## src/design/cnn_pool_pkg.sv

```systemverilog
package cnn_pool_pkg;

	// map limits
	localparam int FM_SIZE_MAX = 8;
	localparam int DEPTH_MAX   = 4;
	localparam int BANK_WORDS  = DEPTH_MAX * FM_SIZE_MAX * FM_SIZE_MAX; // words per bank

	typedef logic [15:0] fp16_t;   // sign, 5 bit exponent, 10 bit mantissa
	typedef logic [7:0]  fm_addr_t; // word inside one bank
	typedef logic [8:0]  ram_addr_t; // bank bit on top
	typedef logic [3:0]  dim_t;
	typedef logic [2:0]  win_t;    // 1 to 4
	typedef logic [2:0]  slice_t;

	typedef logic [11:0] wb_addr_t;
	typedef logic [31:0] wb_data_t;

	// byte offsets on the bus
	localparam wb_addr_t REG_CTRL       = 12'h000;
	localparam wb_addr_t REG_STATUS     = 12'h004;
	localparam wb_addr_t REG_CFG        = 12'h008;
	localparam wb_addr_t FM_WINDOW_BASE = 12'h400; // one word per 4 bytes

	typedef struct packed {
		dim_t   fm_size;
		win_t   win;
		slice_t depth;
	} pool_cfg_t;

	// engine write into the output bank
	typedef struct packed {
		logic      we;
		ram_addr_t addr;
		fp16_t     data;
	} fm_wr_t;

	// window markers riding along with a read
	typedef struct packed {
		logic first;
		logic last;
	} rd_tag_t;

	typedef enum logic [1:0] {
		IDLE,
		RUN,
		DRAIN,
		DONE
	} ctrl_state_t;

endpackage

```

## src/design/max_pool_unit.sv

```systemverilog
`timescale 1ns/1ps

module max_pool_unit (
	input  logic                    clk,
	input  logic                    rst,
	input  cnn_pool_pkg::fp16_t     data_i,    // RAM output, one cycle behind the tag
	input  cnn_pool_pkg::rd_tag_t   tag_i,
	input  cnn_pool_pkg::ram_addr_t wr_addr_i,
	output cnn_pool_pkg::fm_wr_t    wr_o
);

	cnn_pool_pkg::rd_tag_t   tag_q;
	cnn_pool_pkg::ram_addr_t addr_q;
	cnn_pool_pkg::fp16_t     max_q;
	cnn_pool_pkg::fp16_t     cur_max;
	logic                    we_q;
	cnn_pool_pkg::ram_addr_t wr_addr_q;
	cnn_pool_pkg::fp16_t     wr_data_q;

	// strict float16 greater than, sign first then magnitude
	function automatic logic fp16_gt(cnn_pool_pkg::fp16_t a, cnn_pool_pkg::fp16_t b);
		if (a[15] != b[15]) begin
			return b[15]; // positive side wins
		end
		if (!a[15]) begin
			return a[14:0] > b[14:0];
		end
		return a[14:0] < b[14:0];
	endfunction

	// ties keep the earlier element
	assign cur_max = (tag_q.first || fp16_gt(data_i, max_q)) ? data_i : max_q;

	always_ff @(posedge clk or negedge rst) begin
		if (!rst) begin
			tag_q <= '0;
			we_q  <= 1'b0;
		end else begin
			tag_q <= tag_i;
			we_q  <= tag_q.last;
		end
	end

	always_ff @(posedge clk) begin
		addr_q    <= wr_addr_i;
		max_q     <= cur_max;
		wr_addr_q <= addr_q;
		wr_data_q <= cur_max;
	end

	assign wr_o = '{we: we_q, addr: wr_addr_q, data: wr_data_q};

endmodule

```

## config.mk

```make
export PLATFORM = sky130hd
export DESIGN_NAME = max_pool_unit
export DESIGN_NICKNAME = d
export VERILOG_FILES = /design/src/design/cnn_pool_pkg.sv /design/src/design/max_pool_unit.sv
export SDC_FILE = /design/constraint.sdc
export NUM_CORES = 1
export LEC_CHECK = 0
export BUFFER_PORTS_ARGS = -buffer_cell sky130_fd_sc_hd__buf_4
export CAP_MARGIN = 30
export CELL_PAD_IN_SITES_DETAIL_PLACEMENT = 2
export CELL_PAD_IN_SITES_GLOBAL_PLACEMENT = 2
export CORE_MARGIN = 3
export CORE_UTILIZATION = 26
export DETAILED_ROUTE_END_ITERATION = 10
export GPL_TIMING_DRIVEN = 0
export PLACE_DENSITY = 0.78
export SLEW_MARGIN = 20
export SYNTH_ARGS = -nofsm -noshare
export SYNTH_HDL_FRONTEND = slang
export SYNTH_SLANG_ARGS = --single-unit
export TNS_END_PERCENT = 50
```

## constraint.sdc

```tcl
create_clock -name clk -period 2.6 [get_ports clk]
set_clock_uncertainty 0.15 [all_clocks]
set_input_delay 0.52 -clock clk [delete_from_list [all_inputs] [get_ports clk]]
set_output_delay 0.52 -clock clk [all_outputs]
set_load 0.005 [all_outputs]
```

==> results.cfg <==
[setup_path]
r2r_cells = 8
crit_family = simple AND/OR/NAND/NOR gates
rrSetupSlack_ns = 0.22
path_depth = 8
r2r_start = wr_data_q[13]
worstPathCellList = inv_1 -> ha_1 -> nand4_2 -> nor3_2 -> o21ai_1 -> o211ai_1 -> mux2i_4 -> buf_4
reg2reg_to = wr_data_q[2]
crit_type = reg2reg
slowest_delay_ns = 0.36
worstPathRequired_ns = 2.46
slowest_stage = edfxtp_1
cp-start-kind = register
arrival_ns = 2.24
crit_path_end_kind = register
critPathBufInv = 2
critical_path.max_fanout = 4

[place]
place.gp.congestion = 0.711
place.detailed.hpwl_um = 2580
post-place-ws_ns = -0.483
port_buffers = 54

[timing]
setup_tns_ns = 0
period_needed_ns = 2.38
max_freq_mhz = 421
finalHoldViolations = 0
setup_ws_ns = 0.224
setup_violations = 0
worst_pin_slew_ns = 0.303
finalCritPeriodShare = 0.914
slew_headroom = 0.797
final_max_slew_viol_count = 0
rsz0062_at_grt = false

[finish]
drive_gt1_frac = 0.426
final_nets = 205
area_delta_synth_final_pct = 49.1
utilization = 0.409
n_antenna_cell = 0

[pwr]
irDropWorstVdd_mv = 0.436
leakage_nw = 0.935
powerDensity_nw_per_um2 = 690

[global_route]
grt_max_degree = 13
grt_pass1_wl_um = 5400
grt_pass1_vias = 1131
antenna_found_initial = 0
overflow = 0
grt_usage = 0.116

[drt]
drc_errors = 0
via_per_inst = 4.11
drtIter0Drc = 42
ant_nets = 0
wl_per_cell_um = 13.9
first_pass_iters = 2
route.final.wire_length_um = 3190
num_vias = 941

[floorplan]
coreArea_um2 = 4820
fp.dieW_um = 77.3
die_area_um2 = 5980
row_count = 25
io_pins = 55
start_util = 0.275
die_y_um = 77.3

[clocking]
htree_levels = 2
cts_buffers = 5
clockBufferDepth = 2
cts_root_buf = clkbuf_8
cts_sinks = 37
cts_tree = yes
clkLatencyLatePin_ns = 0.29
clk_pin_slew_ns = 0.08

[worst_hold_path]
holdPathEnd = wr_addr_q[7]
hold_depth = 0
min-delay-start = addr_q[7]
holdCritPathClass = reg2reg

[logic_synthesis]
yosysTopAreaCellShare = 0.363
syn_inst = 95
synth_cell_types = 20
yosysSeqAreaShare = 0.693
synth_area_leaders = edfxtp_1 (36%), dfxtp_1 (27%), ha_1 (14%)
avgSynthCellArea_um2 = 13.9
yosysTopAreaCell = edfxtp_1
yosys_warnings = 0
ys_ff_latch = 37
syn_nets = 139
synth_area_um2 = 1320

[run_status]
status = finished clean

[job]
cap_violations = 0
[metal layers]
metal	up-vias	GRT usage	share of wire
met5	-	0	0
met4	0	0.0374	0.013
met3	5	0.0634	0.10
met2	42	0.199	0.49
met1	439	0.121	0.39
li1	455	-	-
[report_power, final]
part,switching (mW),internal (mW)
clock,0.210,0.244
sequential,0.0208,0.661
combinational,0.0999,0.124
[synthesized netlist by cell type, drive strengths merged]
| library cell | number |
|---|---|
| buf | 1 |
| o21ai | 2 |
| nand4b | 1 |
| mux2i | 1 |
| a211oi | 1 |
| o211ai | 1 |
| nand3 | 1 |
| inv | 15 |
| dfxtp | 18 |
| nand4 | 2 |
| nand3b | 1 |
| edfxtp | 16 |
| nand2 | 4 |
| nor3 | 1 |
| nor2 | 4 |
| ha | 15 |
| dfrtp | 3 |
| a21oi | 8 |
[metrics by stage]
stage	instances	cell area [um^2]	hold slack (ns)	power, mW
finish	229	1970	0.171	1.36
global route	229	1970	0.162	1.44
floorplan	95	1330	0.0744	0.778
CTS	229	1970	0.165	1.39
detailed placement	217	1830	0.163	0.911
global placement	216	1820	0.160	0.891
[what timing repair did]
action | CTS | global route
buffers inserted | 3 | 0
hold buffers | 1 | 0
setup endpoints to repair | 16 | 0
endpoints found under the hold margin | 3 | 0
resized for setup | 1 | 0
[logic make-up (layout without fill, tap and decap cells)]
logic type                 after synthesis  count (layout)  synth area share
DFF                                     37              37             0.693
AOI/OAI and AO/OA                       12              12            0.0492
buffers and inverters                   16              83            0.0482
adders and majority gates               15              15             0.142
and+or+nand+nor                         14              14            0.0605
muxes                                    1               1           0.00757
[flip-flops by register name (all words and copies together) (netlist names)]
register   count
we_q           1
addr_q         9
wr_addr_q      9
tag_q          2
wr_data_q     16
[layout make-up]
cell class | count | area, um^2
Clock inverter | 2 | 10.0
Sequential cell | 37 | 916
Inverter | 15 | 56.3
Timing Repair Buffer | 59 | 449
Fill cell | 497 | 2850
Tap cell | 67 | 83.8
Clock buffer | 6 | 93.8
Buffer | 1 | 7.51
Multi-Input combinational cell | 42 | 355
[cells in the final DEF (no fill, tap or decap)]
cell type | synthesis | layout
buf_4 | 1 | 58
dfxtp_1 | 18 | 18
edfxtp_1 | 16 | 16
inv_1 | 15 | 15
ha_1 | 15 | 15
a21oi_1 | 8 | 8
clkbuf_8 | 0 | 5
nor2_1 | 4 | 4
nand2_1 | 4 | 4
dfrtp_1 | 3 | 3
nand4_2 | 1 | 1
nor3_2 | 1 | 1
nand4_1 | 1 | 1
nand4b_1 | 1 | 1
a211oi_1 | 1 | 1
nand3_1 | 1 | 1
nand3b_1 | 1 | 1
o21ai_0 | 1 | 1
o21ai_1 | 1 | 1
o211ai_1 | 1 | 1
mux2i_4 | 0 | 1
clkinv_1 | 0 | 1
clkbuf_16 | 0 | 1
inv_4 | 0 | 1
dlygate4sd3_1 | 0 | 1
buf_6 | 0 | 1
[worst max-delay path by stage]
stage,start,end
finish,wr_data_q[13],wr_data_q[2]
CTS,wr_data_q[13],wr_data_q[2]
floorplan,data_i[13],wr_data_q[0]
global route,wr_data_q[13],wr_data_q[2]
detailed placement,data_i[13],wr_data_q[12]
global placement,data_i[13],wr_data_q[13]
No activity file was read; power rests on OpenSTA's default activity.
