===== src/design/cnn_pool_pkg.sv =====
package cnn_pool_pkg;

	// map limits
	localparam int FM_SIZE_MAX = 8;
	localparam int DEPTH_MAX   = 4;
	localparam int BANK_WORDS  = DEPTH_MAX * FM_SIZE_MAX * FM_SIZE_MAX; // words per bank

	typedef logic [15:0] fp16_t;   // sign, 5 bit exponent, 10 bit mantissa
	typedef logic [7:0]  fm_addr_t; // word inside one bank
	typedef logic [8:0]  ram_addr_t; // bank bit on top
	typedef logic [3:0]  dim_t;
	typedef logic [2:0]  win_t;    // 1 to 4
	typedef logic [2:0]  slice_t;

	typedef logic [11:0] wb_addr_t;
	typedef logic [31:0] wb_data_t;

	// byte offsets on the bus
	localparam wb_addr_t REG_CTRL       = 12'h000;
	localparam wb_addr_t REG_STATUS     = 12'h004;
	localparam wb_addr_t REG_CFG        = 12'h008;
	localparam wb_addr_t FM_WINDOW_BASE = 12'h400; // one word per 4 bytes

	typedef struct packed {
		dim_t   fm_size;
		win_t   win;
		slice_t depth;
	} pool_cfg_t;

	// engine write into the output bank
	typedef struct packed {
		logic      we;
		ram_addr_t addr;
		fp16_t     data;
	} fm_wr_t;

	// window markers riding along with a read
	typedef struct packed {
		logic first;
		logic last;
	} rd_tag_t;

	typedef enum logic [1:0] {
		IDLE,
		RUN,
		DRAIN,
		DONE
	} ctrl_state_t;

endpackage


===== src/design/wb_pool_regs.sv =====
`timescale 1ns/1ps

module wb_pool_regs (
	input  logic                    clk,
	input  logic                    rst,
	// wishbone classic slave
	input  logic                    cyc_i,
	input  logic                    stb_i,
	input  logic                    we_i,
	input  cnn_pool_pkg::wb_addr_t  adr_i,
	input  cnn_pool_pkg::wb_data_t  dat_i,
	output cnn_pool_pkg::wb_data_t  dat_o,
	output logic                    ack_o,
	// engine status and control
	input  logic                    busy_i,
	input  logic                    done_i,
	input  logic                    in_bank_i,
	output cnn_pool_pkg::pool_cfg_t cfg_o,
	output logic                    start_o,
	// host port of the feature map RAM
	output cnn_pool_pkg::ram_addr_t host_addr_o,
	output logic                    host_we_o,
	output cnn_pool_pkg::fp16_t     host_data_o,
	input  cnn_pool_pkg::fp16_t     host_data_i
);

	localparam int CFG_BITS = $bits(cnn_pool_pkg::pool_cfg_t);

	logic                   req;
	logic                   is_fm;
	logic                   wr_ok; // write while the engine is idle
	cnn_pool_pkg::wb_data_t reg_rd_q;
	logic                   sel_fm_q;

	// new request only, the ack cycle is never taken as a second one
	assign req   = cyc_i & stb_i & ~ack_o;
	assign is_fm = (adr_i[11:10] == cnn_pool_pkg::FM_WINDOW_BASE[11:10]);
	assign wr_ok = req & we_i & ~busy_i;

	// RAM address goes out on the request edge, data returns with ack
	assign host_addr_o = {in_bank_i, adr_i[9:2]};
	assign host_we_o   = wr_ok & is_fm;
	assign host_data_o = dat_i[15:0];

	always_ff @(posedge clk or negedge rst) begin
		if (!rst) begin
			ack_o   <= 1'b0;
			start_o <= 1'b0;
			cfg_o   <= '{fm_size: cnn_pool_pkg::dim_t'(cnn_pool_pkg::FM_SIZE_MAX),
				win: 3'd2, depth: 3'd1};
		end else begin
			ack_o   <= req;
			start_o <= wr_ok & (adr_i == cnn_pool_pkg::REG_CTRL) & dat_i[0];
			if (wr_ok && adr_i == cnn_pool_pkg::REG_CFG) begin
				cfg_o <= cnn_pool_pkg::pool_cfg_t'(dat_i[CFG_BITS-1:0]);
			end
		end
	end

	// register read data is captured at the request edge
	always_ff @(posedge clk) begin
		if (req) begin
			sel_fm_q <= is_fm;
			case (adr_i)
				cnn_pool_pkg::REG_STATUS: reg_rd_q <= {30'b0, done_i, busy_i};
				cnn_pool_pkg::REG_CFG:    reg_rd_q <= cnn_pool_pkg::wb_data_t'(cfg_o);
				default:                  reg_rd_q <= '0; // ctrl reads as zero
			endcase
		end
	end

	assign dat_o = sel_fm_q ? {16'b0, host_data_i} : reg_rd_q;

endmodule


===== config.mk =====
export PLATFORM = sky130hd
export DESIGN_NAME = wb_pool_regs
export DESIGN_NICKNAME = d
export VERILOG_FILES = /design/src/design/cnn_pool_pkg.sv /design/src/design/wb_pool_regs.sv
export SDC_FILE = /design/constraint.sdc
export NUM_CORES = 1
export LEC_CHECK = 0
export CAP_MARGIN = 5
export CORE_AREA = 2 2 53 55
export DETAILED_ROUTE_END_ITERATION = 6
export DIE_AREA = 0 0 55 57
export DONT_BUFFER_PORTS = 1
export PLACE_DENSITY = 0.77
export SETUP_SLACK_MARGIN = 0.4
export SYNTH_ARGS = -nofsm -noshare
export SYNTH_HDL_FRONTEND = slang
export SYNTH_SLANG_ARGS = --single-unit

===== constraint.sdc =====
create_clock -name clk -period 1.9 [get_ports clk]
set_clock_uncertainty 0.05 [all_clocks]
set_input_delay 0.095 -clock clk [delete_from_list [all_inputs] [get_ports clk]]
set_output_delay 0.095 -clock clk [all_outputs]
set_load 0.005 [all_outputs]

==> key figures <==
Floorplan
  • Core ar.: between 2000 and 3000 um^2
  • Initial core utilization: 0.534
  • # rows: 19
  • Die W: about 55 um
  • Die area: roughly 3100 um^2
  • I/O pin count: ~140
  • Die height: ~57 um

Logic synthesis
  • Mapped Avg Cell Area: 11.7 um^2
  • Syn Inst Count: 119
  • Register area share after synthesis: 0.454
  • Area contributors post-synth: edfxtp_1 (24%), buf_4 (22%), dfrtp_1 (16%)
  • Synth top cells by count: buf_4 (41), mux2_2 (20), and2_1 (14)
  • Synth top area share: 0.237
  • FF+latch count, synth: 23
  • Most common cell in the netlist: buf_4
  • Synth cell types: 19
  • Warnings, synthesis: 0
  • Area leader, netlist: edfxtp_1
  • EDFF count, synth: 11
  • Main synth FF type: edfxtp_1
  • Post-Syn Area: about 1400 um^2
  • Async SR Flop Fraction: 0.522

Route
  • Pre-Repair DR Iteration Count: 4
  • Final WL: between 2 and 2.5 mm
  • Avg Vias per Cell: 5.41
  • WL/cell: ~17 um
  • Initial DRC Count: 9
  • Post-route ant nets: 0
  • Vias: 785
  • # DRC: 0

Finish
  • Synth-to-layout area growth: 1.25%
  • Nets: 183
  • Antenna cells: 0
  • Layout cell share with drive strength beyond 1: 0.307
  • Utilization after layout: 0.541

Timing
  • Final Max Tran Viols: 0
  • Final worst-path cycle share: 0.860
  • Hold Vio Cnt, Final: 0
  • WHS: 0.00286 ns
  • Relative slew slack: 0.649
  • Endpoints failing setup: 0
  • Final min period: 1.63 ns
  • F_max: 612 MHz
  • Setup_tns: 0 ns
  • RSZ-0062 raised after global routing: true
  • Slew of the pin with the lowest slew margin: between 0.5 and 0.6 ns

Critical path
  • Worst path bufs/invs: 1
  • Slowest CP cell: dfrtp_1
  • CP top delay family: simple AND/OR/NAND/NOR gates
  • Data arrival, critical path: approximately 1.8 ns
  • Setup crit end kind: flop
  • Crit-path max FO: 10
  • Worst path max stage delay: ~0.4 ns
  • Crit start category: flop
  • WP data required: approximately 2.1 ns
  • Kind of critical path: flop to flop
  • Crit-path cells: and3b_2 -> nand3b_1 -> nor3_4 -> buf_12 -> mux2_2

CTS
  • Root Buffer: clkbuf_4
  • TritonCTS clock tree: yes
  • CTS Sinks: 23
  • Maximum root-to-sink buffer count: 2
  • Clock Latency Late Sink: approximately 0.3 ns
  • Htree depth: 1
  • TritonCTS buffer count: 3
  • Worst-path clk slew: 0.12 ns

Global routing
  • Overall Global Routing Usage: 0.161
  • Total gr overflow: 0
  • Largest net degree at the start of global routing: 13
  • Vias in the first global route: between 800 and 900
  • First-pass GRT wire length: 3.61 mm
  • Initial antenna violation count: 0

Power
  • Leak Pwr: just under 0.0006 uW
  • P per Cell Area: 591 nW/um^2
  • Max VDD drop: 0.000584 V
  • Tot Pwr: 835 uW

Placed design
  • Detailed Place HPWL: 1.89 mm
  • Port bufs: 0
  • GPL Wtd Cong: 0.675

Run status
  • Status: finished, final reports clean

Job
  • Max Cap Viol: 0

Worst hold path
  • Worst hold path type: input pin to flop
report_power, final:
group / switching (uW) / leakage (uW) / internal [uW]
clock network: 137 / 0.0000150 / 81.9
logic: 38.4 / 0.000309 / 45.2
registers: 3.01 / 0.000263 / 530
per-stage QoR:
stage | instance area (um^2) | cells | setup slack [ns]
after floorplan | 1450 | 134 | 0.104
after global placement | 1210 | 125 | 0.286
after detailed placement | 1210 | 125 | 0.265
after CTS | 1400 | 144 | 0.244
after global routing | 1410 | 145 | 0.185
final | 1410 | 145 | 0.266
sequential cells by signal, indices dropped and copies added (netlist names):
| signal | count |
|---|---|
| ack_o | 1 |
| cfg_o | 10 |
| reg_rd_q | 10 |
| sel_fm_q | 1 |
| start_o | 1 |
metal layers:
layer	GRT usage	wire (um)
met5	0	0
met4	0.0801	43
met3	0.0314	272
met2	0.299	1390
met1	0.161	762
placed cells by master, fill, tap and decap left out:
master         count
nor4_1             2
nor2_1             3
and3b_2            1
dfstp_2            3
clkbuf_4           3
nand2_1            1
mux2_2            20
nor4b_1            1
or4b_4             1
buf_4              3
nor2b_1            1
dfrtp_1            9
nor3_1             2
and2_1            14
dlygate4sd3_1     14
edfxtp_1          11
conb_1            16
clkbuf_1           1
a32oi_1            2
nand3b_1           2
nor2b_4            1
buf_12             2
nor3_4             1
worst register-to-register path: cells and delay by family, from the launching register on:
kind | cells | cell delay (ns)
multiplexers | 1 | 0.33
AND/OR/NAND/NOR | 3 | 0.59
flip-flops | 1 | 0.40
buffers and inverters | 1 | 0.15
final timing paths:
| kind | end | depth (start not counted) | slack [ns] | startpoint |
|---|---|---|---|---|
| min reg2reg | cfg_o[2] | 1 | 0.53 | cfg_o[2] |
| min in group asynchronous | cfg_o[3] | 1 | 0.14 | rst |
| max | cfg_o[6] | 5 | 0.27 | ack_o |
| max in group asynchronous | cfg_o[9] | 1 | 1.30 | rst |
| min | sel_fm_q | 1 | 0.003 | adr_i[10] |
| max reg2reg | cfg_o[6] | 5 | 0.27 | ack_o |
cell families after synthesis:
family          synth area share
other cells              0.00269
buf+inv                    0.226
simple gates               0.143
flops                      0.454
mux                        0.161
compound gates            0.0125
layout make-up:
cell class,count,area (um^2)
Fill cell,230,1200
Sequential cell,23,634
Multi-Input combinational cell,68,512
Timing Repair Buffer,19,203
Tap cell,31,38.8
Clock buffer,4,26.3
timing repair:
action / CTS / global route
buffers inserted: 2 / 0
setup endpoints to repair: 21 / 11
pin swaps: 0 / 0
gates resized for setup: 2 / 0
hold buffers: 13 / 1
endpoints found under the hold margin: 25 / 1
No activity file was read; power rests on OpenSTA's default activity.
