## config.mk

```make
export PLATFORM = sky130hd
export DESIGN_NAME = pool_addr_gen
export DESIGN_NICKNAME = d
export VERILOG_FILES = /design/src/design/cnn_pool_pkg.sv /design/src/design/pool_addr_gen.sv
export SDC_FILE = /design/constraint.sdc
export NUM_CORES = 1
export LEC_CHECK = 0
export ABC_AREA = 1
export ABC_CLOCK_PERIOD_IN_PS = 48000
export BUFFER_PORTS_ARGS = -buffer_cell sky130_fd_sc_hd__buf_4
export CAP_MARGIN = 0
export CORE_MARGIN = 5
export CORE_UTILIZATION = 25
export CTS_BUF_LIST = sky130_fd_sc_hd__clkbuf_2
export DETAILED_ROUTE_END_ITERATION = 6
export GPL_TIMING_DRIVEN = 0
export HOLD_SLACK_MARGIN = 0.02
export PLACE_DENSITY = 0.5
export SYNTH_ARGS = -nofsm -noshare
export SYNTH_HDL_FRONTEND = slang
export SYNTH_SLANG_ARGS = --single-unit
export TNS_END_PERCENT = 10
```

## constraint.sdc

```tcl
create_clock -name clk -period 48 [get_ports clk]
set_input_delay 14.4 -clock clk [delete_from_list [all_inputs] [get_ports clk]]
set_output_delay 14.4 -clock clk [all_outputs]
set_load 0.03 [all_outputs]
```

## src/design/cnn_pool_pkg.sv

```systemverilog
package cnn_pool_pkg;

	// map limits
	localparam int FM_SIZE_MAX = 8;
	localparam int DEPTH_MAX   = 4;
	localparam int BANK_WORDS  = DEPTH_MAX * FM_SIZE_MAX * FM_SIZE_MAX; // words per bank

	typedef logic [15:0] fp16_t;   // sign, 5 bit exponent, 10 bit mantissa
	typedef logic [7:0]  fm_addr_t; // word inside one bank
	typedef logic [8:0]  ram_addr_t; // bank bit on top
	typedef logic [3:0]  dim_t;
	typedef logic [2:0]  win_t;    // 1 to 4
	typedef logic [2:0]  slice_t;

	typedef logic [11:0] wb_addr_t;
	typedef logic [31:0] wb_data_t;

	// byte offsets on the bus
	localparam wb_addr_t REG_CTRL       = 12'h000;
	localparam wb_addr_t REG_STATUS     = 12'h004;
	localparam wb_addr_t REG_CFG        = 12'h008;
	localparam wb_addr_t FM_WINDOW_BASE = 12'h400; // one word per 4 bytes

	typedef struct packed {
		dim_t   fm_size;
		win_t   win;
		slice_t depth;
	} pool_cfg_t;

	// engine write into the output bank
	typedef struct packed {
		logic      we;
		ram_addr_t addr;
		fp16_t     data;
	} fm_wr_t;

	// window markers riding along with a read
	typedef struct packed {
		logic first;
		logic last;
	} rd_tag_t;

	typedef enum logic [1:0] {
		IDLE,
		RUN,
		DRAIN,
		DONE
	} ctrl_state_t;

endpackage

```

## src/design/pool_addr_gen.sv

```systemverilog
`timescale 1ns/1ps

module pool_addr_gen (
	input  logic                    clk,
	input  logic                    rst,
	input  logic                    run_i,
	input  logic                    in_bank_i,
	input  cnn_pool_pkg::pool_cfg_t cfg_i,
	output cnn_pool_pkg::ram_addr_t rd_addr_o,
	output cnn_pool_pkg::rd_tag_t   tag_o,
	output cnn_pool_pkg::ram_addr_t wr_addr_o,
	output logic                    last_issue_o
);

	cnn_pool_pkg::win_t     wx; // column inside the window
	cnn_pool_pkg::win_t     wy; // row inside the window
	cnn_pool_pkg::dim_t     ox;
	cnn_pool_pkg::dim_t     oy;
	cnn_pool_pkg::slice_t   sl;
	cnn_pool_pkg::dim_t     out_size;
	cnn_pool_pkg::dim_t     row;
	cnn_pool_pkg::dim_t     col;
	cnn_pool_pkg::fm_addr_t rd_off;
	cnn_pool_pkg::fm_addr_t wr_off;
	logic                   wx_end;
	logic                   wy_end;
	logic                   ox_end;
	logic                   oy_end;
	logic                   sl_end;

	// leftover rows and columns are never visited
	assign out_size = cfg_i.fm_size / cnn_pool_pkg::dim_t'(cfg_i.win);

	assign wx_end = (wx == cfg_i.win - 3'd1);
	assign wy_end = (wy == cfg_i.win - 3'd1);
	assign ox_end = (ox == out_size - 4'd1);
	assign oy_end = (oy == out_size - 4'd1);
	assign sl_end = (sl == cfg_i.depth - 3'd1);

	assign row = oy * cnn_pool_pkg::dim_t'(cfg_i.win) + cnn_pool_pkg::dim_t'(wy);
	assign col = ox * cnn_pool_pkg::dim_t'(cfg_i.win) + cnn_pool_pkg::dim_t'(wx);

	assign rd_off = cnn_pool_pkg::fm_addr_t'(sl) * cfg_i.fm_size * cfg_i.fm_size
		+ cnn_pool_pkg::fm_addr_t'(row) * cfg_i.fm_size + cnn_pool_pkg::fm_addr_t'(col);
	assign wr_off = cnn_pool_pkg::fm_addr_t'(sl) * out_size * out_size
		+ cnn_pool_pkg::fm_addr_t'(oy) * out_size + cnn_pool_pkg::fm_addr_t'(ox);

	assign rd_addr_o = {in_bank_i, rd_off};
	assign wr_addr_o = {~in_bank_i, wr_off}; // result lands in the other bank

	assign tag_o.first  = run_i & (wx == '0) & (wy == '0);
	assign tag_o.last   = run_i & wx_end & wy_end;
	assign last_issue_o = tag_o.last & ox_end & oy_end & sl_end;

	// window offset is innermost, slice outermost
	always_ff @(posedge clk or negedge rst) begin
		if (!rst) begin
			wx <= '0;
			wy <= '0;
			ox <= '0;
			oy <= '0;
			sl <= '0;
		end else if (!run_i) begin
			wx <= '0; // every layer starts at the origin
			wy <= '0;
			ox <= '0;
			oy <= '0;
			sl <= '0;
		end else begin
			wx <= wx_end ? '0 : wx + 3'd1;
			if (wx_end) begin
				wy <= wy_end ? '0 : wy + 3'd1;
				if (wy_end) begin
					ox <= ox_end ? '0 : ox + 4'd1;
					if (ox_end) begin
						oy <= oy_end ? '0 : oy + 4'd1;
						if (oy_end) begin
							sl <= sl_end ? '0 : sl + 3'd1;
						end
					end
				end
			end
		end
	end

endmodule

```

==> flow_summary.yaml <==
outcome:
  status: "completed"
clock_network:
  cts_num_sinks: 17
  cts.reportedPaths.clkPinSlew_ns: 0.15
  cts_buffer_depth: 2
  cts_setup_buffers: 0
  hold_buffers: 0
  cts_resized: 0
  clockRootBuffer: "clkbuf_2"
  clock_latency_ns: 0.32
  numCtsBuffers: 3
  cts_tree: "done"
  h-tree-depth: 1
die:
  die_x_um: 157.5
  die_h_um: 157.5
  core_mm2: 0.02162
  rows: 54
  pin_count: 35
  die_area_mm2: 0.02480
  initial_core_util_pct: 25.15
drt:
  post_drt_wl_per_cell_um: 11.40
  remaining_drc_errors: 0
  dr.pass1.iters: 4
  vias: 4180
  via_per_inst: 4.000
  routed_wl_um: 11910
  antenna_left: 0
  drt_iter0_markers: 179
synthesis:
  syn_inst: 730
  synth-seq-cells: 17
  synth.distinct_cells: 42
  syn-cell-area_mm2: 0.005438
  synth_area_leaders: "fa_1 (23%), ha_1 (20%), inv_1 (13%), nand2_1 (10%), dfrtp_1 (7.8%)"
  syn_avg_cell_area_um2: 7.449
  yosys.area.top_type: "fa_1"
  yosys_warnings: 0
  synth_fp_nets: 891
  ys_seq_area_share_pct: 7.823
  synth_top_area_share_pct: 22.83
timing:
  hold_ws_ns: 0.5493
  tns_ns: 0
  grt_setup_unrepaired: "no"
  fin_crit_sh_pct: 79.79
  fin_crit_ns: 38.30
  fmaxAchievable_mhz: 26.11
  worst_slew_pin_slew_ns: 0.6358
  maxSlewViolCount: 0
  setup_viol: 0
  finClkSkew_ns: 0.04103
  relSlewSlack_pct: 57.62
  final_hold_viol_count: 0
  fin_ws_ns: 9.700
place:
  place_hpwl_um: 10420
  place_inst: 1041
  post-place-ws_ns: 9.591
  gp_congestion: 0.8095
  portBuffers: 31
worst_setup_path:
  cp-endpoint: "wr_addr_o[7]"
  startpoint: "cfg_i[3]"
  criticalPathCategory: "in -> out"
  critPathLaunchType: "input pin"
  cpMostUsedCell: "nand2_1"
  critPathArrivalTime_ns: 23.90
  r2r-end: "sl[0]$_DFFE_PN0P_"
  critical_path.max_fanout: 10
  slowest_stage: "fa_1"
  crit_path_max_incr_delay_ns: 0.54
  reg2reg_slack_ns: 46.23
  worstPathRequired_ns: 33.60
  ff2ff_path_depth: 8
  reg2reg_from: "sl[0]$_DFFE_PN0P_"
  setup.worst_path.end_class: "output port"
grt:
  overflow: 0
  grt_max_degree: 18
  grt_pass1_vias: 4376
  track_usage_pct: 10.39
  antenna_found_initial: 0
  grt_pass1_wl_um: 21440
finish:
  antennaDiodeCount: 0
  multi_input_area_mm2: 0.004173
  layout_commonest_cell: "inv_1"
  area_growth_pct: 11.09
  seqCellArea_um2: 425.4
  layout.cells.non_filler: 1045
  fillers: 2396
  fin_nets: 927
  drive_gt1_share_pct: 10.20
  mostFrequentLayoutCells: "inv_1 (191), nand2_1 (151), ha_1 (85)"
power_and_ir_drop:
  power_density_mw_per_mm2: 40.56
  leakage_nw: 3.386
  ir_drop_v: 0.00003037
run:
  drv_cap: 0
hold_path:
  hp-class: "reg -> reg"
final cells by class:
class / instances / area share (%)
multi-input combinational: 497 / 69.08
inverter: 195 / 12.16
buffer: 21 / 1.740
tap: 280 / 5.800
sequential: 17 / 7.042
timing repair buffer: 31 / 3.853
clock buffer: 3 / 0.2486
clock inverter: 1 / 0.08285
routing by layer:
layer | routed length [um] | vias up | track usage, %
li1 | - | 2228 | -
met1 | 5961 | 1911 | 14.50
met2 | 5612 | 37 | 18.16
met3 | 254 | 4 | 0.7149
met4 | 85 | 0 | 1.352
met5 | 0 | - | 0
synth_stat cells (all sizes together):
master and n:
nand3b 2, fa 62, ha 85, and2 2
buf 7, clkbuf 14, nand3 26, nor4 1
dfrtp 17, a21oi 11, a31oi 1, nor3 3
a21o 1, inv 195, nand2 159, nand4 10
nor2 61, o22ai 1, o21bai 2, or2 3
xor2 31, xnor2 19, o21ai 17
report_power, final:
group	internal, W	switching [W]	leakage (nW)
registers	0.0000163	0.00000172	0.232
logic	0.0000820	0.000138	3.14
clock network	0.00000189	0.00000482	0.0164
cell families after synthesis:
logic type / synth area share (%)
AO/OA/AOI/OAI: 3.774
AND/OR/NAND/NOR: 22.18
XOR/XNOR: 8.399
flip-flops: 7.823
adder cells (fa/ha/maj): 42.38
buffers and inverters: 15.44
critical path, delay by kind of cell:
kind	cells	cell delay, ns
buffers and inverters	15	2.02
AND/OR/NAND/NOR	25	2.22
adder cells (fa/ha/maj)	12	4.33
XOR/XNOR	1	0.20
AO/OA/AOI/OAI	5	0.73
worst min path at each step:
stage,startpoint,end,cells past startpoint
after floorplan,wx[0]$_DFF_PN0_,wx[0]$_DFF_PN0_,1
after global placement,wx[0]$_DFF_PN0_,wx[0]$_DFF_PN0_,1
after detailed placement,wx[0]$_DFF_PN0_,wx[0]$_DFF_PN0_,1
after CTS,wx[0]$_DFF_PN0_,wx[0]$_DFF_PN0_,1
after global routing,wx[0]$_DFF_PN0_,wx[0]$_DFF_PN0_,1
final,wx[0]$_DFF_PN0_,wx[0]$_DFF_PN0_,1
stage by stage:
step	total power (W)	instance area, um^2	util, %
detailed placement	0.0002431	6021	27.85
CTS	0.0002514	6041	27.94
floorplan	0.0001832	5438	-
finish	0.0002450	6041	27.94
global placement	0.0002424	6021	27.85
global route	0.0002812	6041	27.94
sequential cells by signal, indices dropped and copies added, names as in the netlist:
signal,count
sl,3
wx,3
oy,4
ox,4
wy,3
Note: power is estimated with default switching activity, not from simulation.
