==> src/design/cnn_pool_pkg.sv <==
package cnn_pool_pkg;

	// map limits
	localparam int FM_SIZE_MAX = 8;
	localparam int DEPTH_MAX   = 4;
	localparam int BANK_WORDS  = DEPTH_MAX * FM_SIZE_MAX * FM_SIZE_MAX; // words per bank

	typedef logic [15:0] fp16_t;   // sign, 5 bit exponent, 10 bit mantissa
	typedef logic [7:0]  fm_addr_t; // word inside one bank
	typedef logic [8:0]  ram_addr_t; // bank bit on top
	typedef logic [3:0]  dim_t;
	typedef logic [2:0]  win_t;    // 1 to 4
	typedef logic [2:0]  slice_t;

	typedef logic [11:0] wb_addr_t;
	typedef logic [31:0] wb_data_t;

	// byte offsets on the bus
	localparam wb_addr_t REG_CTRL       = 12'h000;
	localparam wb_addr_t REG_STATUS     = 12'h004;
	localparam wb_addr_t REG_CFG        = 12'h008;
	localparam wb_addr_t FM_WINDOW_BASE = 12'h400; // one word per 4 bytes

	typedef struct packed {
		dim_t   fm_size;
		win_t   win;
		slice_t depth;
	} pool_cfg_t;

	// engine write into the output bank
	typedef struct packed {
		logic      we;
		ram_addr_t addr;
		fp16_t     data;
	} fm_wr_t;

	// window markers riding along with a read
	typedef struct packed {
		logic first;
		logic last;
	} rd_tag_t;

	typedef enum logic [1:0] {
		IDLE,
		RUN,
		DRAIN,
		DONE
	} ctrl_state_t;

endpackage

==> src/design/pool_layer_ctrl.sv <==
`timescale 1ns/1ps

module pool_layer_ctrl (
	input  logic clk,
	input  logic rst,
	input  logic start_i,
	input  logic last_issue_i,
	output logic run_o,
	output logic busy_o,
	output logic done_o,
	output logic in_bank_o
);

	cnn_pool_pkg::ctrl_state_t state;
	logic                      drain_cnt; // two drain cycles

	assign run_o  = (state == cnn_pool_pkg::RUN);
	assign busy_o = (state == cnn_pool_pkg::RUN) || (state == cnn_pool_pkg::DRAIN);

	always_ff @(posedge clk or negedge rst) begin
		if (!rst) begin
			state     <= cnn_pool_pkg::IDLE;
			drain_cnt <= 1'b0;
			done_o    <= 1'b0;
			in_bank_o <= 1'b0;
		end else begin
			case (state)
				cnn_pool_pkg::IDLE: begin
					if (start_i) begin
						state  <= cnn_pool_pkg::RUN;
						done_o <= 1'b0;
					end
				end
				cnn_pool_pkg::RUN: begin
					if (last_issue_i) begin
						state     <= cnn_pool_pkg::DRAIN;
						drain_cnt <= 1'b0;
					end
				end
				cnn_pool_pkg::DRAIN: begin
					// last read data, then the last write
					if (drain_cnt) begin
						state     <= cnn_pool_pkg::DONE;
						done_o    <= 1'b1;
						in_bank_o <= ~in_bank_o; // result becomes next input
					end else begin
						drain_cnt <= 1'b1;
					end
				end
				default: begin
					state <= cnn_pool_pkg::IDLE; // done stays up until next start
				end
			endcase
		end
	end

endmodule

==> config.mk <==
export PLATFORM = sky130hd
export DESIGN_NAME = pool_layer_ctrl
export DESIGN_NICKNAME = d
export VERILOG_FILES = /design/src/design/cnn_pool_pkg.sv /design/src/design/pool_layer_ctrl.sv
export SDC_FILE = /design/constraint.sdc
export NUM_CORES = 1
export LEC_CHECK = 0
export BUFFER_PORTS_ARGS = -buffer_cell sky130_fd_sc_hd__buf_2
export CORE_AREA = 2 2 39 41
export DETAILED_ROUTE_END_ITERATION = 10
export DIE_AREA = 0 0 41 43
export HOLD_SLACK_MARGIN = 0.06
export RECOVER_POWER = 100
export SETUP_SLACK_MARGIN = 0.05
export SLEW_MARGIN = 30
export SYNTH_ARGS = -nofsm -noshare
export SYNTH_HDL_FRONTEND = slang
export SYNTH_SLANG_ARGS = --single-unit
==> constraint.sdc <==
create_clock -name clk -period 1.92 [get_ports clk]
set_input_delay 0.288 -clock clk [delete_from_list [all_inputs] [get_ports clk]]
set_output_delay 0.288 -clock clk [all_outputs]
set_load 0.01 [all_outputs]
==> flow_metrics.py, run 1 <==
metrics = {
    "clock_tree": {
        "cts_tree": "yes",
        "numCtsBuffers": 3,
        "path_clk_slew_ns": 0.05,
        "cts-root-buf": "clkbuf_4",
        "clock_tree.buffer_depth": 2,
        "cts_max_level": 1,
        "cts_sinks": 5,
        "clkLatencyLatePin_ns": 0.24,
        "post_cts_resized": 0,
    },
    "setup_path": {
        "crit_arrival_ns": 1.68,
        "reg2reg_setup_slack_ns": 0.37,
        "crit_top_cell": "inv_1",
        "criticalPathCategory": "flop to flop",
        "critPathMaxFanout": 4,
        "crit_chain": "inv_1, ha_1, inv_1, o221a_2, mux2_4",
        "critPathBufInv": 2,
        "cp-end-kind": "flop",
        "crit_slowest_cell": "dfrtp_1",
        "slowest_delay_ns": 0.40,
        "cp-start-kind": "flop",
        "critPathRequiredTime_ns": 2.05,
        "crit_family": "flip-flops",
    },
    "outcome": {
        "outcome": "completed",
    },
    "pwr": {
        "p_comb_share_pct": 50.6,
        "seqPwrFrac_pct": 31.5,
        "clkPwrFrac_pct": 17.9,
        "leakage_nw": 0.185,
        "intPower_mw": 0.411,
        "p_sw_share_pct": 39.8,
        "vdd_drop_max_mv": 0.470,
        "powerDensity_nw_per_um2": 1790,
        "p_sw_mw": 0.271,
    },
    "global_routing": {
        "antenna_found_initial": 0,
        "grt_start_max_net_pins": 6,
        "grtUsageTotal_pct": 9.68,
        "first_global_vias": 255,
        "grt_pass1_wl_mm": 1.01,
        "grt.overflow.total": 0,
    },
    "logic_synthesis": {
        "syn-num-nets": 35,
        "syn_area_sq_um": 305,
        "synthCells": 26,
        "synth_xor_area_share_pct": 2.87,
        "synth_compound_area_share_pct": 16.0,
        "synth_top_family_by_area": "adder cells",
        "yosysWarnings": 0,
        "synth_seq_cells": 5,
        "syn_area_per_cell_sq_um": 11.7,
        "synthSimpleGateAreaFrac_pct": 3.28,
        "synthMuxAreaShare_pct": 11.5,
        "yosysUniqueCellTypes": 13,
        "yosysSeqAreaShare_pct": 41.0,
        "synthAdderAreaFrac_pct": 20.5,
    },
    "routing": {
        "vias": 227,
        "route.antenna.remaining_nets": 0,
        "post_drt_wl_per_cell_um": 10.5,
        "drt_first_pass_iters": 1,
        "vias_per_cell": 4.20,
        "remaining_drc_errors": 0,
        "drt_iter0_markers": 0,
        "wl_um": 566,
    },
    "sta": {
        "max_slew_margin_pct": 82.3,
        "fmax_ghz": 0.645,
        "period_needed_ns": 1.55,
        "finClkSkew_ns": 0.00497,
        "slew_violations": 0,
        "tightest_slew_ns": 0.265,
        "period_share_pct": 80.8,
        "hold_viol": 0,
        "fin_hold_ws_ns": 0.265,
        "setup_viol": 0,
        "tns_ns": 0,
        "rsz0062_at_grt": "false",
    },
    "placed_design": {
        "place_congestion": 0.829,
        "io_buffers": 7,
        "dp_hpwl_um": 465,
    },
    "final_layout": {
        "ff_latch_area_sq_um": 125,
        "area_growth_pct": 25.0,
        "final_common_cell": "clkbuf_1",
        "diodes": 0,
        "layout.nets": 48,
        "drive_gt1_share_pct": 18.4,
        "layout_common_cells": "6 x clkbuf_1, 5 x ha_1, 5 x dfrtp_1",
        "fill_cells": 157,
        "multiInputGateArea_sq_um": 156,
    },
    "die": {
        "ios": 8,
        "dieHeight_um": 43,
        "rows": 14,
        "initial_core_util_pct": 22.1,
        "die_area_sq_um": 1760,
        "dieWidth_um": 41,
        "core_sq_um": 1380,
    },
    "run": {
        "max_cap_viol_count": 0,
    },
    "worst_hold_path": {
        "holdCritPathClass": "primary input to flop",
    },
}
flip-flops by register name (all words and copies together), names as in the netlist:
signal,flops
in_bank_o,1
state,2
done_o,1
drain_cnt,1
power groups by stage:
stage                     logic [mW]  registers (mW)  clock network (mW)
after detailed placement       0.381           0.216                   0
after global placement         0.374           0.214                   0
after global routing           0.395           0.223               0.136
after floorplan                0.280           0.214                   0
final                          0.345           0.215               0.122
after CTS                      0.381           0.216               0.129
Yosys cell counts, drive strengths merged:
cell    instances  area share [%]
nand2b          1             2.1
o21bai          1             2.5
mux2i           2             6.6
nand2           1             1.2
o221a           1             6.6
inv             4             4.9
a21oi           3             4.9
a31oi           1             2.1
ha              5              20
xnor2           1             2.9
dfrtp           5              41
mux2            1             4.9
area by class of cell:
class                      count  share of cell area [%]
inverter                       4                    3.93
multi-input combinational     17                    41.0
tap                           16                    5.25
clock buffer                   4                    6.89
sequential                     5                    32.8
timing repair buffer           8                    10.2
routing by layer:
metal	global-route usage [%]	part of all wire (%)	up-vias	wire length (um)
met3	4.71	4.4	2	25
met4	10.0	2.3	0	13
li1	-	-	111	-
met2	13.8	51	5	288
met1	9.12	42	109	238
met5	0	0	-	0
path summary, 6_finish.rpt:
kind	startpoint	end	cells after the start
worst min-delay path	last_issue_i	drain_cnt$_DFFE_PN0P_	2
min in group asynchronous	rst	state[0]$_DFFE_PN0P_	2
worst max register to register	state[0]$_DFFE_PN0P_	state[1]$_DFFE_PN0P_	5
worst min register to register	in_bank_o$_DFFE_PN0P_	in_bank_o$_DFFE_PN0P_	1
worst max-delay path	state[0]$_DFFE_PN0P_	state[1]$_DFFE_PN0P_	5
max in group asynchronous	rst	drain_cnt$_DFFE_PN0P_	2
what timing repair did:
item                      4_1_cts  5_1_grt
buffers inserted                0        0
hold endpoints to repair        5        0
hold buffers                    1        0
worst reg2reg max path: stages (launching register included):
cell and delay (ns):
dfrtp_1 0.40, inv_1 0.13, ha_1 0.24, inv_1 0.08
o221a_2 0.29, mux2_4 0.29
cell families (layout without fill, tap and decap cells):
kind of cell	count (synthesis)	in the layout
AO/OA/AOI/OAI	6	6
flip-flops	5	5
AND/OR/NAND/NOR	2	2
XOR/XNOR	1	1
buffers and inverters	4	16
adder cells (fa/ha/maj)	5	5
multiplexers	3	3
through the flow:
stage / cells / setup WS, ns / util (%) / cell area [sq um] / total power, mW
after detailed placement: 49 / 0.419 / 26.0 / 360 / 0.597
after CTS: 54 / 0.404 / 28.7 / 397 / 0.726
after floorplan: 26 / 0.507 / - / 305 / 0.494
after global placement: 49 / 0.436 / 26.0 / 360 / 0.589
after global routing: 54 / 0.268 / 27.6 / 382 / 0.754
final: 54 / 0.369 / 27.6 / 382 / 0.682
Note: power is estimated with default switching activity, not from simulation.
==> inputs of run 2 (changes only) <==
--- a/config.mk
+++ b/config.mk
@@ -5,6 +5,7 @@
 export SDC_FILE = /design/constraint.sdc
 export NUM_CORES = 1
 export LEC_CHECK = 0
+export ABC_AREA = 1
 export BUFFER_PORTS_ARGS = -buffer_cell sky130_fd_sc_hd__buf_2
 export CORE_AREA = 2 2 39 41
 export DETAILED_ROUTE_END_ITERATION = 10
==> constraint.sdc (replaced) <==
create_clock -name clk -period 1.5 [get_ports clk]
set_input_delay 0.225 -clock clk [delete_from_list [all_inputs] [get_ports clk]]
set_output_delay 0.225 -clock clk [all_outputs]
set_load 0.01 [all_outputs]
==> run 2 against run 1 <==
Non-clock buffer count unchanged. Routed wire length is 2.8% higher. Via count grew 20%. Hold slack better by 0.017 ns. Register-to-register slack worse by 0.17 ns. Sequential power grew 25%. Total power up 38%. Critical endpoint is now busy_o.
==> flow_metrics.py, run 2 <==
metrics = {
    "outcome": {
        "outcome": "completed",
    },
    "setup_path": {
        "crit_chain": "inv_1, ha_4, buf_2",
        "r2r_start": "state[1]$_DFFE_PN0P_",
        "cp-end-kind": "output pin",
        "crit_slowest_cell": "dfrtp_1",
        "reg2reg_depth": 6,
        "reg2reg_setup_slack_ns": 0.20,
        "crit_arrival_ns": 1.15,
        "cp-start-kind": "flop",
        "critPathMaxFanout": 4,
        "critPathRequiredTime_ns": 1.27,
        "criticalPathCategory": "flop to output pin",
        "r2r-end": "state[1]$_DFFE_PN0P_",
        "slowest_delay_ns": 0.40,
    },
    "final_layout": {
        "drive_gt1_share_pct": 27.5,
        "area_growth_pct": 26.4,
        "largest_register_ffs": 2,
        "layout_common_cells": "12 x nand2_1, 5 x dfrtp_1",
        "fill_cells": 146,
        "regMostFlops": "state",
        "layout.nets": 61,
        "ff_latch_area_sq_um": 125,
        "multiInputGateArea_sq_um": 185,
        "diodes": 0,
        "final_common_cell": "nand2_1",
    },
    "global_routing": {
        "antenna_found_initial": 0,
        "grt_start_max_net_pins": 6,
        "first_global_vias": 283,
        "grtUsageTotal_pct": 9.38,
        "grt_pass1_wl_mm": 1.06,
        "grt.overflow.total": 0,
    },
    "die": {
        "initial_core_util_pct": 24.7,
        "ios": 8,
        "rows": 14,
        "core_sq_um": 1380,
        "dieWidth_um": 41,
        "dieHeight_um": 43,
        "die_area_sq_um": 1760,
    },
    "routing": {
        "post_drt_wl_per_cell_um": 8.69,
        "vias_per_cell": 4.07,
        "vias": 273,
        "route.antenna.remaining_nets": 0,
        "drt_first_pass_iters": 4,
        "wl_um": 582,
        "drt_iter0_markers": 4,
        "remaining_drc_errors": 0,
    },
    "logic_synthesis": {
        "synth_enable_flop_cells": 0,
        "synthArstFlopShare_pct": 100,
        "yosysSeqAreaShare_pct": 36.6,
        "yosysWarnings": 0,
        "synthCells": 39,
        "synth_seq_cells": 5,
        "ys_top_cells_by_area": "dfrtp_1 37%, ha_1 18%, nand2_1 11%",
        "yosysTopAreaCell": "dfrtp_1",
        "syn_area_sq_um": 342,
        "yosysUniqueCellTypes": 13,
        "syn-num-nets": 48,
        "yosysMostFrequentCell": "nand2_1",
        "syn_area_per_cell_sq_um": 8.76,
        "synthTopCellsByCount": "10 x nand2_1, 5 x dfrtp_1, 5 x ha_1",
        "ys.flop_type": "dfrtp_1",
        "synth_top_area_share_pct": 36.6,
    },
    "sta": {
        "hold_viol": 0,
        "slew_violations": 0,
        "rsz0062_at_grt": "false",
        "tns_ns": 0,
        "finClkSkew_ns": 0.00105,
        "max_slew_margin_pct": 82.4,
        "fmax_ghz": 0.728,
        "period_needed_ns": 1.37,
        "tightest_slew_ns": 0.264,
        "fin_hold_ws_ns": 0.282,
        "setup_viol": 0,
        "period_share_pct": 91.6,
    },
    "clock_tree": {
        "numCtsBuffers": 3,
        "cts_max_level": 1,
        "cts_tree": "yes",
        "cts_sinks": 5,
        "path_clk_slew_ns": 0.04,
        "clock_tree.buffer_depth": 2,
        "cts-root-buf": "clkbuf_4",
        "clkLatencyLatePin_ns": 0.24,
        "cts_setup_buffers": 0,
    },
    "run": {
        "max_cap_viol_count": 0,
    },
    "pwr": {
        "vdd_drop_max_mv": 0.935,
        "powerDensity_nw_per_um2": 2180,
        "leakage_nw": 0.229,
    },
    "worst_hold_path": {
        "whs_endpoint": "drain_cnt$_DFFE_PN0P_",
        "worstHoldPathCells": 4,
        "holdCritPathClass": "primary input to flop",
        "holdCritStartpoint": "last_issue_i",
    },
    "placed_design": {
        "dp_hpwl_um": 448,
        "io_buffers": 7,
        "place_congestion": 0.765,
    },
}
## run 2: changes by cell type after synthesis, moves of 2 or more
cell     delta
nand3_1     +2
mux2i_1     -2
o21ai_1     +2
nor2_1      +2
nand2_2     +2
nand2_4     +2
a21oi_1     -3
nand2_1     +9
## run 2: where the power goes
group          switching, mW  internal, mW
combinational          0.299         0.226
clock                 0.0497         0.100
sequential            0.0597         0.208
total                  0.408         0.534
## run 2: worst max path at each step
stage	start	endpoint	slack, ns
5_1_grt	state[1]$_DFFE_PN0P_	busy_o	0.06
6_report	state[0]$_DFFE_PN0P_	busy_o	0.13
4_1_cts	state[0]$_DFFE_PN0P_	busy_o	0.09
3_5_place_dp	state[1]$_DFFE_PN0P_	state[1]$_DFFE_PN0P_	0.30
3_3_place_gp	state[1]$_DFFE_PN0P_	state[1]$_DFFE_PN0P_	0.30
2_1_floorplan	state[1]$_DFFE_PN0P_	state[1]$_DFFE_PN0P_	0.36
## run 2: critical path, delay by kind of cell (launching register included)
kind                       cells  cell delay [ns]
adders and majority gates      1             0.22
buffers and inverters          2             0.28
DFF                            1             0.40
## run 2: repair_timing
item,4_1_cts,5_1_grt
hold buffers,1,0
hold endpoints to repair,5,0
endpoints found under the setup margin,0,1
gates resized for setup,0,3
## run 2: stage by stage
| step | worst slack [ns] | power (mW) | cell area, sq um | cells | utilization [%] |
|---|---|---|---|---|---|
| floorplan | 0.357 | 0.659 | 342 | 39 | - |
| global placement | 0.303 | 0.786 | 397 | 62 | 28.7 |
| detailed placement | 0.296 | 0.794 | 397 | 62 | 28.7 |
| CTS | 0.0881 | 0.958 | 433 | 67 | 31.3 |
| global route | 0.0565 | 1.06 | 432 | 67 | 31.2 |
| finish | 0.126 | 0.942 | 432 | 67 | 31.2 |
## run 2: routing by layer
metal	wire, um	track usage (%)
met1	252	10.1
met2	282	13.8
met3	36	6.28
met4	10	4.00
met5	0	0
## run 2: layout make-up
type                    count  area share (%)
flip-flops and latches      5            29.0
repair buffers              8            9.57
well taps                  16            4.64
multi-input cells          27            42.9
inverters                   7            7.83
clock buffers               4            6.09
## run 2: logic make-up (layout without fill, tap and decap cells)
kind of cell             after synthesis  after routing  share of synthesized area [%]
AO/OA/AOI/OAI                          2              2                           2.93
XOR/XNOR                               1              1                           2.56
adder cells (fa/ha/maj)                5              5                           18.3
buffers and inverters                  7             19                           9.89
flip-flops                             5              5                           36.6
AND/OR/NAND/NOR                       19             19                           29.7
